[config.mk]
export PLATFORM = sky130hd
export DESIGN_NAME = ooo_core
export DESIGN_NICKNAME = d
export VERILOG_FILES = /design/src/hw/ooo_pkg.sv /design/src/hw/ooo_core.sv /design/src/hw/result_bus.sv /design/src/hw/alu.sv /design/src/hw/reservation_station.sv /design/src/hw/register_file.sv /design/src/hw/decode.sv /design/src/hw/instruction_queue.sv
export SDC_FILE = /design/constraint.sdc
export NUM_CORES = 2
export LEC_CHECK = 0
export BUFFER_PORTS_ARGS = -buffer_cell sky130_fd_sc_hd__buf_2
export CORE_MARGIN = 2
export CORE_UTILIZATION = 30
export CTS_CLUSTER_DIAMETER = 30
export DETAILED_ROUTE_END_ITERATION = 7
export PLACE_DENSITY = 0.46
export SYNTH_ARGS = -nofsm -noshare
export SYNTH_HDL_FRONTEND = slang
export SYNTH_SLANG_ARGS = --single-unit
[constraint.sdc]
create_clock -name clk_100mhz -period 8.4 [get_ports clk_100mhz]
set_clock_uncertainty 0.1 [all_clocks]
set_input_delay 0 -clock clk_100mhz [delete_from_list [all_inputs] [get_ports clk_100mhz]]
set_output_delay 0 -clock clk_100mhz [all_outputs]
set_load 0.02 [all_outputs]
[src/hw/ooo_pkg.sv]
package ooo_pkg;

  typedef logic [31:0] word_t;      // data or instruction word
  typedef logic [4:0]  reg_addr_t;  // architectural register index
  typedef logic [2:0]  tag_t;       // producer tag, wraps mod 8
  typedef logic [3:0]  alu_func_t;

  // alu function codes
  localparam alu_func_t ALU_ADD   = 4'd0;
  localparam alu_func_t ALU_SUB   = 4'd1;
  localparam alu_func_t ALU_SLL   = 4'd2;
  localparam alu_func_t ALU_SLT   = 4'd3;
  localparam alu_func_t ALU_SLTU  = 4'd4;
  localparam alu_func_t ALU_XOR   = 4'd5;
  localparam alu_func_t ALU_SRL   = 4'd6;
  localparam alu_func_t ALU_SRA   = 4'd7;
  localparam alu_func_t ALU_OR    = 4'd8;
  localparam alu_func_t ALU_AND   = 4'd9;
  localparam alu_func_t ALU_PASSB = 4'd10;  // lui, result is operand b

  // only the integer alu subset is issued, the rest decodes as nop
  typedef enum logic [1:0] {
    OP,
    OPIMM,
    LUI,
    NOP
  } itype_e;

  // major opcodes
  localparam logic [6:0] OPC_OP    = 7'b0110011;
  localparam logic [6:0] OPC_OPIMM = 7'b0010011;
  localparam logic [6:0] OPC_LUI   = 7'b0110111;

endpackage
[src/hw/ooo_core.sv]
module ooo_core import ooo_pkg::*; #(
  parameter int QUEUE_DEPTH = 4  // power of two
) (
  input  wire       clk_100mhz,
  input  wire       rst,
  input  wire       inst_valid,
  input  word_t     inst,
  output logic      inst_ready,
  output logic      out_valid,
  output reg_addr_t out_rd,
  output tag_t      out_tag,
  output word_t     out_value,
  input  wire       out_ready
);

  logic      head_valid;
  logic      head_ready;
  word_t     head;
  itype_e    itype;
  alu_func_t func;
  word_t     imm;
  reg_addr_t rs1;
  reg_addr_t rs2;
  reg_addr_t rd;
  logic      issue;
  logic      rs_free;
  logic      use_imm;
  word_t     val1;
  word_t     val2;
  word_t     op_b;
  logic      busy1;
  logic      busy2;
  logic      rdy_b;
  tag_t      tag1;
  tag_t      tag2;
  tag_t      new_tag;

  logic      disp_valid;
  word_t     disp_a;
  word_t     disp_b;
  alu_func_t disp_func;
  tag_t      disp_tag;
  reg_addr_t disp_rd;
  logic      alu_ready;
  logic      res_valid;
  word_t     res_value;
  tag_t      res_tag;
  reg_addr_t res_rd;
  logic      bus_ready;

  logic      bcast_valid;
  tag_t      bcast_tag;
  reg_addr_t bcast_rd;
  word_t     bcast_value;

  // nops leave the queue without a station slot
  assign head_ready = rs_free || (itype == NOP);
  assign issue      = head_valid && rs_free && (itype != NOP);

  assign use_imm = (itype == OPIMM) || (itype == LUI);
  assign op_b    = use_imm ? imm : val2;
  assign rdy_b   = use_imm || !busy2;  // immediate is ready at once

  instruction_queue #(.QUEUE_DEPTH(QUEUE_DEPTH)) u_iq (
    .clk_100mhz(clk_100mhz),
    .rst(rst),
    .inst_valid(inst_valid),
    .inst(inst),
    .inst_ready(inst_ready),
    .head_valid(head_valid),
    .head(head),
    .head_ready(head_ready)
  );

  decode u_dec (
    .instr(head),
    .itype(itype),
    .func(func),
    .imm(imm),
    .rs1(rs1),
    .rs2(rs2),
    .rd(rd)
  );

  register_file u_rf (
    .clk_100mhz(clk_100mhz),
    .rst(rst),
    .issue(issue),
    .rs1(rs1),
    .rs2(rs2),
    .rd(rd),
    .val1(val1),
    .val2(val2),
    .busy1(busy1),
    .busy2(busy2),
    .tag1(tag1),
    .tag2(tag2),
    .new_tag(new_tag),
    .bcast_valid(bcast_valid),
    .bcast_tag(bcast_tag),
    .bcast_rd(bcast_rd),
    .bcast_value(bcast_value)
  );

  reservation_station u_rs (
    .clk_100mhz(clk_100mhz),
    .rst(rst),
    .issue(issue),
    .func(func),
    .tag(new_tag),
    .rd_in(rd),
    .val_a(val1),
    .rdy_a(!busy1),
    .tag_a(tag1),
    .val_b(op_b),
    .rdy_b(rdy_b),
    .tag_b(tag2),
    .free(rs_free),
    .disp_valid(disp_valid),
    .disp_a(disp_a),
    .disp_b(disp_b),
    .disp_func(disp_func),
    .disp_tag(disp_tag),
    .disp_rd(disp_rd),
    .alu_ready(alu_ready),
    .bcast_valid(bcast_valid),
    .bcast_tag(bcast_tag),
    .bcast_value(bcast_value)
  );

  alu u_alu (
    .clk_100mhz(clk_100mhz),
    .rst(rst),
    .disp_valid(disp_valid),
    .disp_a(disp_a),
    .disp_b(disp_b),
    .disp_func(disp_func),
    .disp_tag(disp_tag),
    .disp_rd(disp_rd),
    .alu_ready(alu_ready),
    .res_valid(res_valid),
    .res_value(res_value),
    .res_tag(res_tag),
    .res_rd(res_rd),
    .bus_ready(bus_ready)
  );

  result_bus u_bus (
    .clk_100mhz(clk_100mhz),
    .rst(rst),
    .res_valid(res_valid),
    .res_value(res_value),
    .res_tag(res_tag),
    .res_rd(res_rd),
    .bus_ready(bus_ready),
    .out_valid(out_valid),
    .out_rd(out_rd),
    .out_tag(out_tag),
    .out_value(out_value),
    .out_ready(out_ready),
    .bcast_valid(bcast_valid),
    .bcast_tag(bcast_tag),
    .bcast_rd(bcast_rd),
    .bcast_value(bcast_value)
  );

endmodule

[src/hw/result_bus.sv]
module result_bus import ooo_pkg::*; (
  input  wire       clk_100mhz,
  input  wire       rst,
  input  wire       res_valid,
  input  word_t     res_value,
  input  tag_t      res_tag,
  input  reg_addr_t res_rd,
  output logic      bus_ready,
  output logic      out_valid,
  output reg_addr_t out_rd,
  output tag_t      out_tag,
  output word_t     out_value,
  input  wire       out_ready,
  output logic      bcast_valid,
  output tag_t      bcast_tag,
  output reg_addr_t bcast_rd,
  output word_t     bcast_value
);

  word_t      val_q [2];
  tag_t       tag_q [2];
  reg_addr_t  rd_q [2];
  logic       wr_ptr;
  logic       rd_ptr;
  logic [1:0] count;
  logic       push;
  logic       pop;

  assign bus_ready = (count != 2'd2);
  assign out_valid = (count != 2'd0);
  assign out_value = val_q[rd_ptr];
  assign out_tag   = tag_q[rd_ptr];
  assign out_rd    = rd_q[rd_ptr];

  assign push = res_valid && bus_ready;
  assign pop  = out_valid && out_ready;

  // cdb fires with the external transfer
  assign bcast_valid = pop;
  assign bcast_tag   = out_tag;
  assign bcast_rd    = out_rd;
  assign bcast_value = out_value;

  always_ff @(posedge clk_100mhz) begin
    if (rst) begin
      wr_ptr <= 1'b0;
      rd_ptr <= 1'b0;
      count  <= '0;
    end else begin
      if (push) wr_ptr <= ~wr_ptr;
      if (pop) rd_ptr <= ~rd_ptr;
      count <= count + {1'b0, push} - {1'b0, pop};
    end
  end

  always_ff @(posedge clk_100mhz) begin
    if (push) begin
      val_q[wr_ptr] <= res_value;
      tag_q[wr_ptr] <= res_tag;
      rd_q[wr_ptr]  <= res_rd;
    end
  end

endmodule

[src/hw/alu.sv]
module alu import ooo_pkg::*; (
  input  wire       clk_100mhz,
  input  wire       rst,
  input  wire       disp_valid,
  input  word_t     disp_a,
  input  word_t     disp_b,
  input  alu_func_t disp_func,
  input  tag_t      disp_tag,
  input  reg_addr_t disp_rd,
  output logic      alu_ready,
  output logic      res_valid,
  output word_t     res_value,
  output tag_t      res_tag,
  output reg_addr_t res_rd,
  input  wire       bus_ready
);

  word_t result;
  logic  take;

  always_comb begin
    case (disp_func)
      ALU_ADD:   result = disp_a + disp_b;
      ALU_SUB:   result = disp_a - disp_b;
      ALU_SLL:   result = disp_a << disp_b[4:0];
      ALU_SLT:   result = {31'b0, $signed(disp_a) < $signed(disp_b)};
      ALU_SLTU:  result = {31'b0, disp_a < disp_b};
      ALU_XOR:   result = disp_a ^ disp_b;
      ALU_SRL:   result = disp_a >> disp_b[4:0];
      ALU_SRA:   result = $signed(disp_a) >>> disp_b[4:0];
      ALU_OR:    result = disp_a | disp_b;
      ALU_AND:   result = disp_a & disp_b;
      default:   result = disp_b;  // pass-b for lui
    endcase
  end

  assign alu_ready = !res_valid || bus_ready;  // empty or draining
  assign take      = disp_valid && alu_ready;

  always_ff @(posedge clk_100mhz) begin
    if (rst) res_valid <= 1'b0;
    else if (take) res_valid <= 1'b1;
    else if (bus_ready) res_valid <= 1'b0;
  end

  always_ff @(posedge clk_100mhz) begin
    if (take) begin
      res_value <= result;
      res_tag   <= disp_tag;
      res_rd    <= disp_rd;
    end
  end

endmodule

[src/hw/reservation_station.sv]
module reservation_station import ooo_pkg::*; (
  input  wire       clk_100mhz,
  input  wire       rst,
  input  wire       issue,
  input  alu_func_t func,
  input  tag_t      tag,
  input  reg_addr_t rd_in,
  input  word_t     val_a,
  input  wire       rdy_a,
  input  tag_t      tag_a,
  input  word_t     val_b,
  input  wire       rdy_b,
  input  tag_t      tag_b,
  output logic      free,
  output logic      disp_valid,
  output word_t     disp_a,
  output word_t     disp_b,
  output alu_func_t disp_func,
  output tag_t      disp_tag,
  output reg_addr_t disp_rd,
  input  wire       alu_ready,
  input  wire       bcast_valid,
  input  tag_t      bcast_tag,
  input  word_t     bcast_value
);

  logic [1:0] valid;
  logic [1:0] age;     // set on the older of two live entries
  logic [1:0] ra;
  logic [1:0] rb;
  logic [1:0] ready;
  alu_func_t  e_func [2];
  tag_t       e_tag [2];
  reg_addr_t  e_rd [2];
  tag_t       qa [2];
  tag_t       qb [2];
  word_t      va [2];
  word_t      vb [2];
  logic       ins_slot;
  logic       sel;
  logic       fire;

  assign free     = !(valid[0] && valid[1]);
  assign ins_slot = valid[0];  // lowest empty slot
  assign ready    = valid & ra & rb;

  // both ready -> older one goes
  assign sel        = (ready == 2'b11) ? age[1] : ready[1];
  assign disp_valid = |ready;
  assign fire       = disp_valid && alu_ready;

  assign disp_a    = va[sel];
  assign disp_b    = vb[sel];
  assign disp_func = e_func[sel];
  assign disp_tag  = e_tag[sel];
  assign disp_rd   = e_rd[sel];

  always_ff @(posedge clk_100mhz) begin
    if (rst) begin
      valid <= '0;
      age   <= '0;
    end else begin
      if (fire) valid[sel] <= 1'b0;
      if (issue) begin
        valid[ins_slot] <= 1'b1;
        age[ins_slot]   <= 1'b0;
        age[~ins_slot]  <= 1'b1;
      end
    end
  end

  always_ff @(posedge clk_100mhz) begin
    for (int i = 0; i < 2; i++) begin
      if (issue && (ins_slot == i[0])) begin
        e_func[i] <= func;
        e_tag[i]  <= tag;
        e_rd[i]   <= rd_in;
        va[i]     <= val_a;
        ra[i]     <= rdy_a;
        qa[i]     <= tag_a;
        vb[i]     <= val_b;
        rb[i]     <= rdy_b;
        qb[i]     <= tag_b;
      end else begin
        // snoop the bus for waiting operands
        if (!ra[i] && bcast_valid && (qa[i] == bcast_tag)) begin
          va[i] <= bcast_value;
          ra[i] <= 1'b1;
        end
        if (!rb[i] && bcast_valid && (qb[i] == bcast_tag)) begin
          vb[i] <= bcast_value;
          rb[i] <= 1'b1;
        end
      end
    end
  end

endmodule

[src/hw/register_file.sv]
module register_file import ooo_pkg::*; (
  input  wire       clk_100mhz,
  input  wire       rst,
  input  wire       issue,
  input  reg_addr_t rs1,
  input  reg_addr_t rs2,
  input  reg_addr_t rd,
  output word_t     val1,
  output word_t     val2,
  output logic      busy1,
  output logic      busy2,
  output tag_t      tag1,
  output tag_t      tag2,
  output tag_t      new_tag,
  input  wire       bcast_valid,
  input  tag_t      bcast_tag,
  input  reg_addr_t bcast_rd,
  input  word_t     bcast_value
);

  word_t       regs [32];
  tag_t        tags [32];   // only meaningful while busy
  logic [31:0] busy;        // bit 0 is never set
  tag_t        tag_cnt;
  logic        bcast_hit;

  assign new_tag = tag_cnt;

  // older producers of a renamed register are dropped here
  assign bcast_hit = bcast_valid && busy[bcast_rd] && (tags[bcast_rd] == bcast_tag);

  always_comb begin
    val1  = regs[rs1];
    busy1 = busy[rs1];
    tag1  = tags[rs1];
    val2  = regs[rs2];
    busy2 = busy[rs2];
    tag2  = tags[rs2];
    if (busy1 && bcast_valid && (bcast_tag == tag1)) begin
      val1  = bcast_value;  // same-cycle wakeup
      busy1 = 1'b0;
    end
    if (busy2 && bcast_valid && (bcast_tag == tag2)) begin
      val2  = bcast_value;
      busy2 = 1'b0;
    end
  end

  always_ff @(posedge clk_100mhz) begin
    if (rst) begin
      busy    <= '0;
      tag_cnt <= '0;
      for (int i = 0; i < 32; i++) begin
        regs[i] <= '0;
      end
    end else begin
      if (bcast_hit) begin
        regs[bcast_rd] <= bcast_value;
        busy[bcast_rd] <= 1'b0;
      end
      if (issue) begin
        tag_cnt <= tag_cnt + 1'b1;  // x0 writes still take a tag
        if (rd != '0) busy[rd] <= 1'b1;  // issue wins over writeback
      end
    end
  end

  always_ff @(posedge clk_100mhz) begin
    if (issue && rd != '0) begin
      tags[rd] <= tag_cnt;
    end
  end

endmodule

[src/hw/decode.sv]
module decode import ooo_pkg::*; (
  input  word_t     instr,
  output itype_e    itype,
  output alu_func_t func,
  output word_t     imm,
  output reg_addr_t rs1,
  output reg_addr_t rs2,
  output reg_addr_t rd
);

  logic [6:0] opcode;
  logic [2:0] funct3;

  assign opcode = instr[6:0];
  assign funct3 = instr[14:12];

  // funct3 to alu code, alt picks sub/sra
  function automatic alu_func_t alu_sel(input logic [2:0] f3, input logic alt);
    case (f3)
      3'b000:  return alt ? ALU_SUB : ALU_ADD;
      3'b001:  return ALU_SLL;
      3'b010:  return ALU_SLT;
      3'b011:  return ALU_SLTU;
      3'b100:  return ALU_XOR;
      3'b101:  return alt ? ALU_SRA : ALU_SRL;
      3'b110:  return ALU_OR;
      default: return ALU_AND;
    endcase
  endfunction

  // unused source fields stay at x0, which is never busy
  always_comb begin
    itype = NOP;
    func  = ALU_ADD;
    imm   = '0;
    rs1   = '0;
    rs2   = '0;
    rd    = '0;
    case (opcode)
      OPC_OP: begin
        itype = OP;
        func  = alu_sel(funct3, instr[30]);
        rs1   = instr[19:15];
        rs2   = instr[24:20];
        rd    = instr[11:7];
      end
      OPC_OPIMM: begin
        itype = OPIMM;
        // no subi, bit 30 only matters for srai
        func  = alu_sel(funct3, (funct3 == 3'b101) && instr[30]);
        imm   = {{20{instr[31]}}, instr[31:20]};  // i-type, sign extended
        rs1   = instr[19:15];
        rd    = instr[11:7];
      end
      OPC_LUI: begin
        itype = LUI;
        func  = ALU_PASSB;
        imm   = {instr[31:12], 12'b0};  // u-type
        rd    = instr[11:7];
      end
      default: ;  // branches, loads, unknown -> nop
    endcase
  end

endmodule

[src/hw/instruction_queue.sv]
module instruction_queue import ooo_pkg::*; #(
  parameter int QUEUE_DEPTH = 4
) (
  input  wire   clk_100mhz,
  input  wire   rst,
  input  wire   inst_valid,
  input  word_t inst,
  output logic  inst_ready,
  output logic  head_valid,
  output word_t head,
  input  wire   head_ready
);

  localparam int IDX_W = $clog2(QUEUE_DEPTH);

  // pointers carry one extra wrap bit
  logic [IDX_W:0] wr_ptr;
  logic [IDX_W:0] rd_ptr;
  word_t          mem [QUEUE_DEPTH];
  logic           full;
  logic           push;
  logic           pop;

  assign full       = (wr_ptr == {~rd_ptr[IDX_W], rd_ptr[IDX_W-1:0]});
  assign inst_ready = !full;
  assign head_valid = (wr_ptr != rd_ptr);
  assign head       = mem[rd_ptr[IDX_W-1:0]];

  assign push = inst_valid && inst_ready;
  assign pop  = head_valid && head_ready;

  always_ff @(posedge clk_100mhz) begin
    if (rst) begin
      wr_ptr <= '0;
      rd_ptr <= '0;
    end else begin
      if (push) wr_ptr <= wr_ptr + 1'b1;
      if (pop) rd_ptr <= rd_ptr + 1'b1;  // push and pop may overlap
    end
  end

  always_ff @(posedge clk_100mhz) begin
    if (push) begin
      mem[wr_ptr[IDX_W-1:0]] <= inst;
    end
  end

endmodule

==> flow_metrics.py <==
metrics = {
    "timing": {
        "setup_viol_count_final": 0,
        "finalHoldViolCount": 0,
        "worstMarginPinSlew_ns": 1.47,
        "final.setup.worst_slack_ns": 1.76,
        "final.min_clock_period_ns": 6.64,
        "fin_setup_tns_ns": 0,
        "final_min_period_over_clock_period_pct": 79.0,
        "slew_headroom_pct": 1.99,
        "max_clock_freq_ghz": 0.151,
        "timing_max_transition_violations_final": 0,
        "grt_setup_unrepaired": "false",
    },
    "synth": {
        "ys.warnings.count": 0,
        "synth_sequential_area_ratio_pct": 52.1,
        "postSynthCellCount": 9297,
        "syn_avg_cell_area_um2": 9.74,
        "share_of_synthesized_registers_carrying_an_async_set_or_reset_pct": 0,
        "synth-main-ff-cell": "edfxtp_1",
        "synth.lib_cells_used.distinct": 95,
        "synth_enable_flop_cells": 1536,
        "syn-cell-area_um2": 90500,
        "yosys_register_bits": 1588,
    },
    "floorplanning": {
        "ioPinCount": 78,
        "number_of_rows_created_at_floorplan": 201,
        "initial_core_util_pct": 30.2,
        "die_height_um": 553,
        "die_area_um2": 306000,
        "placeableCoreArea_um2": 300000,
        "floorplan.die.width_um": 553,
    },
    "worst_setup_path": {
        "critical_path.cell_chain": "and4b_1 -> nor2_4 -> mux2i_1 -> ha_1 -> inv_1 -> fa_1 -> nor2b_1 -> o31a_1 -> o221ai_1 -> a211oi_1 -> buf_4 -> o41ai_1 -> a211oi_1 -> buf_4 -> o21ai_0 -> a31oi_1 -> xnor2_1 -> a221oi_1 -> a22oi_1 -> buf_4",
        "worst_path_most_repeated_cell": "buf_4",
        "timing.setup.critical_path_class": "reg -> reg",
        "cp.arrival_ns": 7.19,
        "worstPathMaxFanout": 13,
        "crit_path_required_time_ns": 8.95,
        "timing.critical_path.slowest_stage_cell": "o221ai_1",
        "top_delay_family_on_crit_path": "compound AO/OA/AOI/OAI gates",
        "wp_buf_inv": 4,
        "critical_path.startpoint_type": "register",
        "max_stage_delay_ns": 0.67,
        "critPathCaptureType": "register",
    },
    "layout": {
        "multi_input_comb_area_um2": 40200,
        "synthToLayoutAreaGrowth_pct": 22.3,
        "layout-drive-gt1-share_pct": 14.5,
        "final_common_cell": "nand2_1",
        "layout.cells.most_common_list": "1669 x nand2_1, 1536 x edfxtp_1, 1336 x nor2_1, 799 x nand3_1, 416 x clkbuf_16",
        "filler_cell_count": 29600,
        "finalNetCount": 9454,
        "seqCellArea_um2": 47200,
    },
    "drt": {
        "drt_wl_total_mm": 427,
        "detailroute.via_count": 80200,
        "drc": 0,
        "drt_pass1_iterations": 7,
        "avgRoutedWirePerCell_um": 31.3,
        "drtAntennaViolNets": 0,
        "drt-vias-per-instance": 5.89,
        "drt_first_iter_violations": 11700,
    },
    "flow_run": {
        "drv_cap": 0,
    },
    "grt": {
        "via_count_of_the_first_global_routing_pass": 77500,
        "groute.usage.overall_pct": 26.9,
        "grt_overflow_total": 0,
        "grt_pass1_wl_mm": 596,
        "initial_antenna_violation_count": 27,
        "largest_net_degree_at_the_start_of_global_routing": 141,
    },
    "clocking": {
        "cts_bufs_inserted": 411,
        "tritoncts_num_sinks": 1588,
        "cts-root-buf": "clkbuf_16",
        "postCtsSetupRepairBufs": 0,
        "cts_repair_resized_insts": 0,
        "clock_path_buffers": 4,
        "worstSkewPairLatency_ns": 0.97,
        "clock_tree.htree_level_count": 5,
        "tritoncts": "built",
        "clock_transition_at_path_regs_ns": 0.05,
    },
    "placement": {
        "finalWeightedCongestion": 0.972,
        "dp.final_hpwl_mm": 270,
        "buffer_ports.inserted": 77,
        "pre_cts_slack_ns": 1.94,
    },
    "min_path": {
        "hold_class": "in -> reg",
    },
    "power": {
        "cellPowerDensity_nw_per_um2": 287,
        "power.static_leakage_nw": 41.4,
        "ir_worst_vdd_uv": 211,
    },
    "outcome": {
        "status": "complete, no violations",
    },
}
==> synthesized netlist by cell type, types with 30 or more instances <==
| cell type | number | share of area [%] |
|---|---|---|
| dfxtp_1 | 52 | 1.2 |
| buf_2 | 86 | 0.48 |
| nor2_1 | 1346 | 5.6 |
| a22oi_1 | 59 | 0.49 |
| a311oi_1 | 45 | 0.44 |
| nand2b_1 | 39 | 0.27 |
| and3_1 | 168 | 1.2 |
| o211ai_1 | 93 | 0.77 |
| a31oi_1 | 106 | 0.73 |
| o22ai_1 | 117 | 0.81 |
| o21ai_0 | 226 | 1.2 |
| inv_1 | 173 | 0.72 |
| ha_1 | 110 | 1.5 |
| buf_1 | 105 | 0.44 |
| mux2_2 | 77 | 0.96 |
| edfxtp_1 | 1536 | 51 |
| o221ai_1 | 30 | 0.29 |
| o31ai_1 | 36 | 0.30 |
| mux2i_1 | 439 | 4.9 |
| mux2_1 | 58 | 0.72 |
| a21oi_1 | 375 | 2.1 |
| nand3_1 | 799 | 4.4 |
| clkbuf_1 | 613 | 2.5 |
| nor3_1 | 74 | 0.41 |
| mux4_2 | 137 | 3.4 |
| a221oi_1 | 32 | 0.31 |
| a211oi_1 | 92 | 0.76 |
| or3_1 | 58 | 0.40 |
| a21o_1 | 47 | 0.39 |
| nand2_1 | 1706 | 7.1 |
| o311ai_1 | 43 | 0.42 |
==> flip-flops by register name (all words and copies together) (netlist names), 3 cells and up, named ones only <==
register and cells:
u_rs.e_rd 10, u_iq.rd_ptr 3, u_rf.regs 1024, u_alu.res_rd 5
u_alu.res_tag 3, u_alu.res_value 32, u_rs.vb 64, u_bus.val_q 64
u_rf.new_tag 3, u_rs.qb 6, u_rs.va 64, u_rs.e_tag 6
u_rs.e_func 8, u_rf.busy 32, u_bus.rd_q 10, u_rf.tags 96
u_bus.tag_q 6, u_iq.wr_ptr 3, u_rs.qa 6, u_iq.mem 128
==> worst min-delay path, stage by stage <==
cell and delay [ns]:
dlygate4sd3_1 0.53, buf_4 0.26, o32ai_1 0.32
==> worst paths after layout <==
check / from / slack [ns] / end / cells after the start
hold / removal: rst / 0.15 / u_rf.busy[5] / 3
setup reg to reg: u_rs.rb[0] / 1.76 / u_alu.res_value[30] / 20
hold reg to reg: u_alu.res_value[22] / 0.33 / u_bus.val_q[0][22] / 0
setup / recovery: u_rs.rb[0] / 1.76 / u_alu.res_value[30] / 20
==> cells by family after synthesis <==
| logic type | after synthesis | share of synthesized area (%) |
|---|---|---|
| AOI/OAI and AO/OA | 1492 | 10.9 |
| xor gates and xnor gates | 40 | 0.395 |
| adders and majority gates | 112 | 1.56 |
| buffers and inverters | 1000 | 4.35 |
| DFF | 1588 | 52.1 |
| muxes | 711 | 9.94 |
| other | 1 | 0.00414 |
| and+or+nand+nor | 4353 | 20.7 |
==> where the power goes <==
| group | switching (mW) | internal, mW |
|---|---|---|
| Sequential | 0.191 | 9.01 |
| Combinational | 4.52 | 1.82 |
| Clock | 5.17 | 11.0 |
| Total | 9.88 | 21.8 |
==> timing repair <==
item                                   4_1_cts  5_1_grt
setup endpoints to repair                    0        0
hold buffers                                69        0
endpoints found under the hold margin      321        0
==> metal layers <==
metal / routed length [um] / GRT usage [%] / vias to the layer above
met3: 40700 / 5.16 / 999
li1: - / - / 33900
met2: 187000 / 40.8 / 5020
met1: 173000 / 36.2 / 40200
met4: 26100 / 14.6 / 8
met5: 54 / 0 / -
==> area by class of cell <==
| type | instances | area share (%) |
|---|---|---|
| tap | 3958 | 4.47 |
| timing repair buffer | 413 | 3.05 |
| inverter | 181 | 0.614 |
| clock inverter | 288 | 3.28 |
| sequential | 1588 | 42.6 |
| multi-input combinational | 6711 | 36.3 |
| clock buffer | 475 | 9.62 |
| antenna | 6 | 0.0136 |
==> stage by stage <==
step           utilization [%]  hold slack (ns)  instance area, um^2  std cells  power (mW)
6_report                  36.9            0.147               111000      13600        31.7
5_1_grt                   36.9            0.128               111000      13600        32.5
4_1_cts                   36.9           0.0621               111000      13600        31.7
3_5_place_dp              31.9            0.120                95700      12800        15.5
3_3_place_gp              31.9            0.113                95700      12800        15.5
2_1_floorplan                -         -0.00113                90500       9299        12.8
Power figures use the tool's default switching activity.
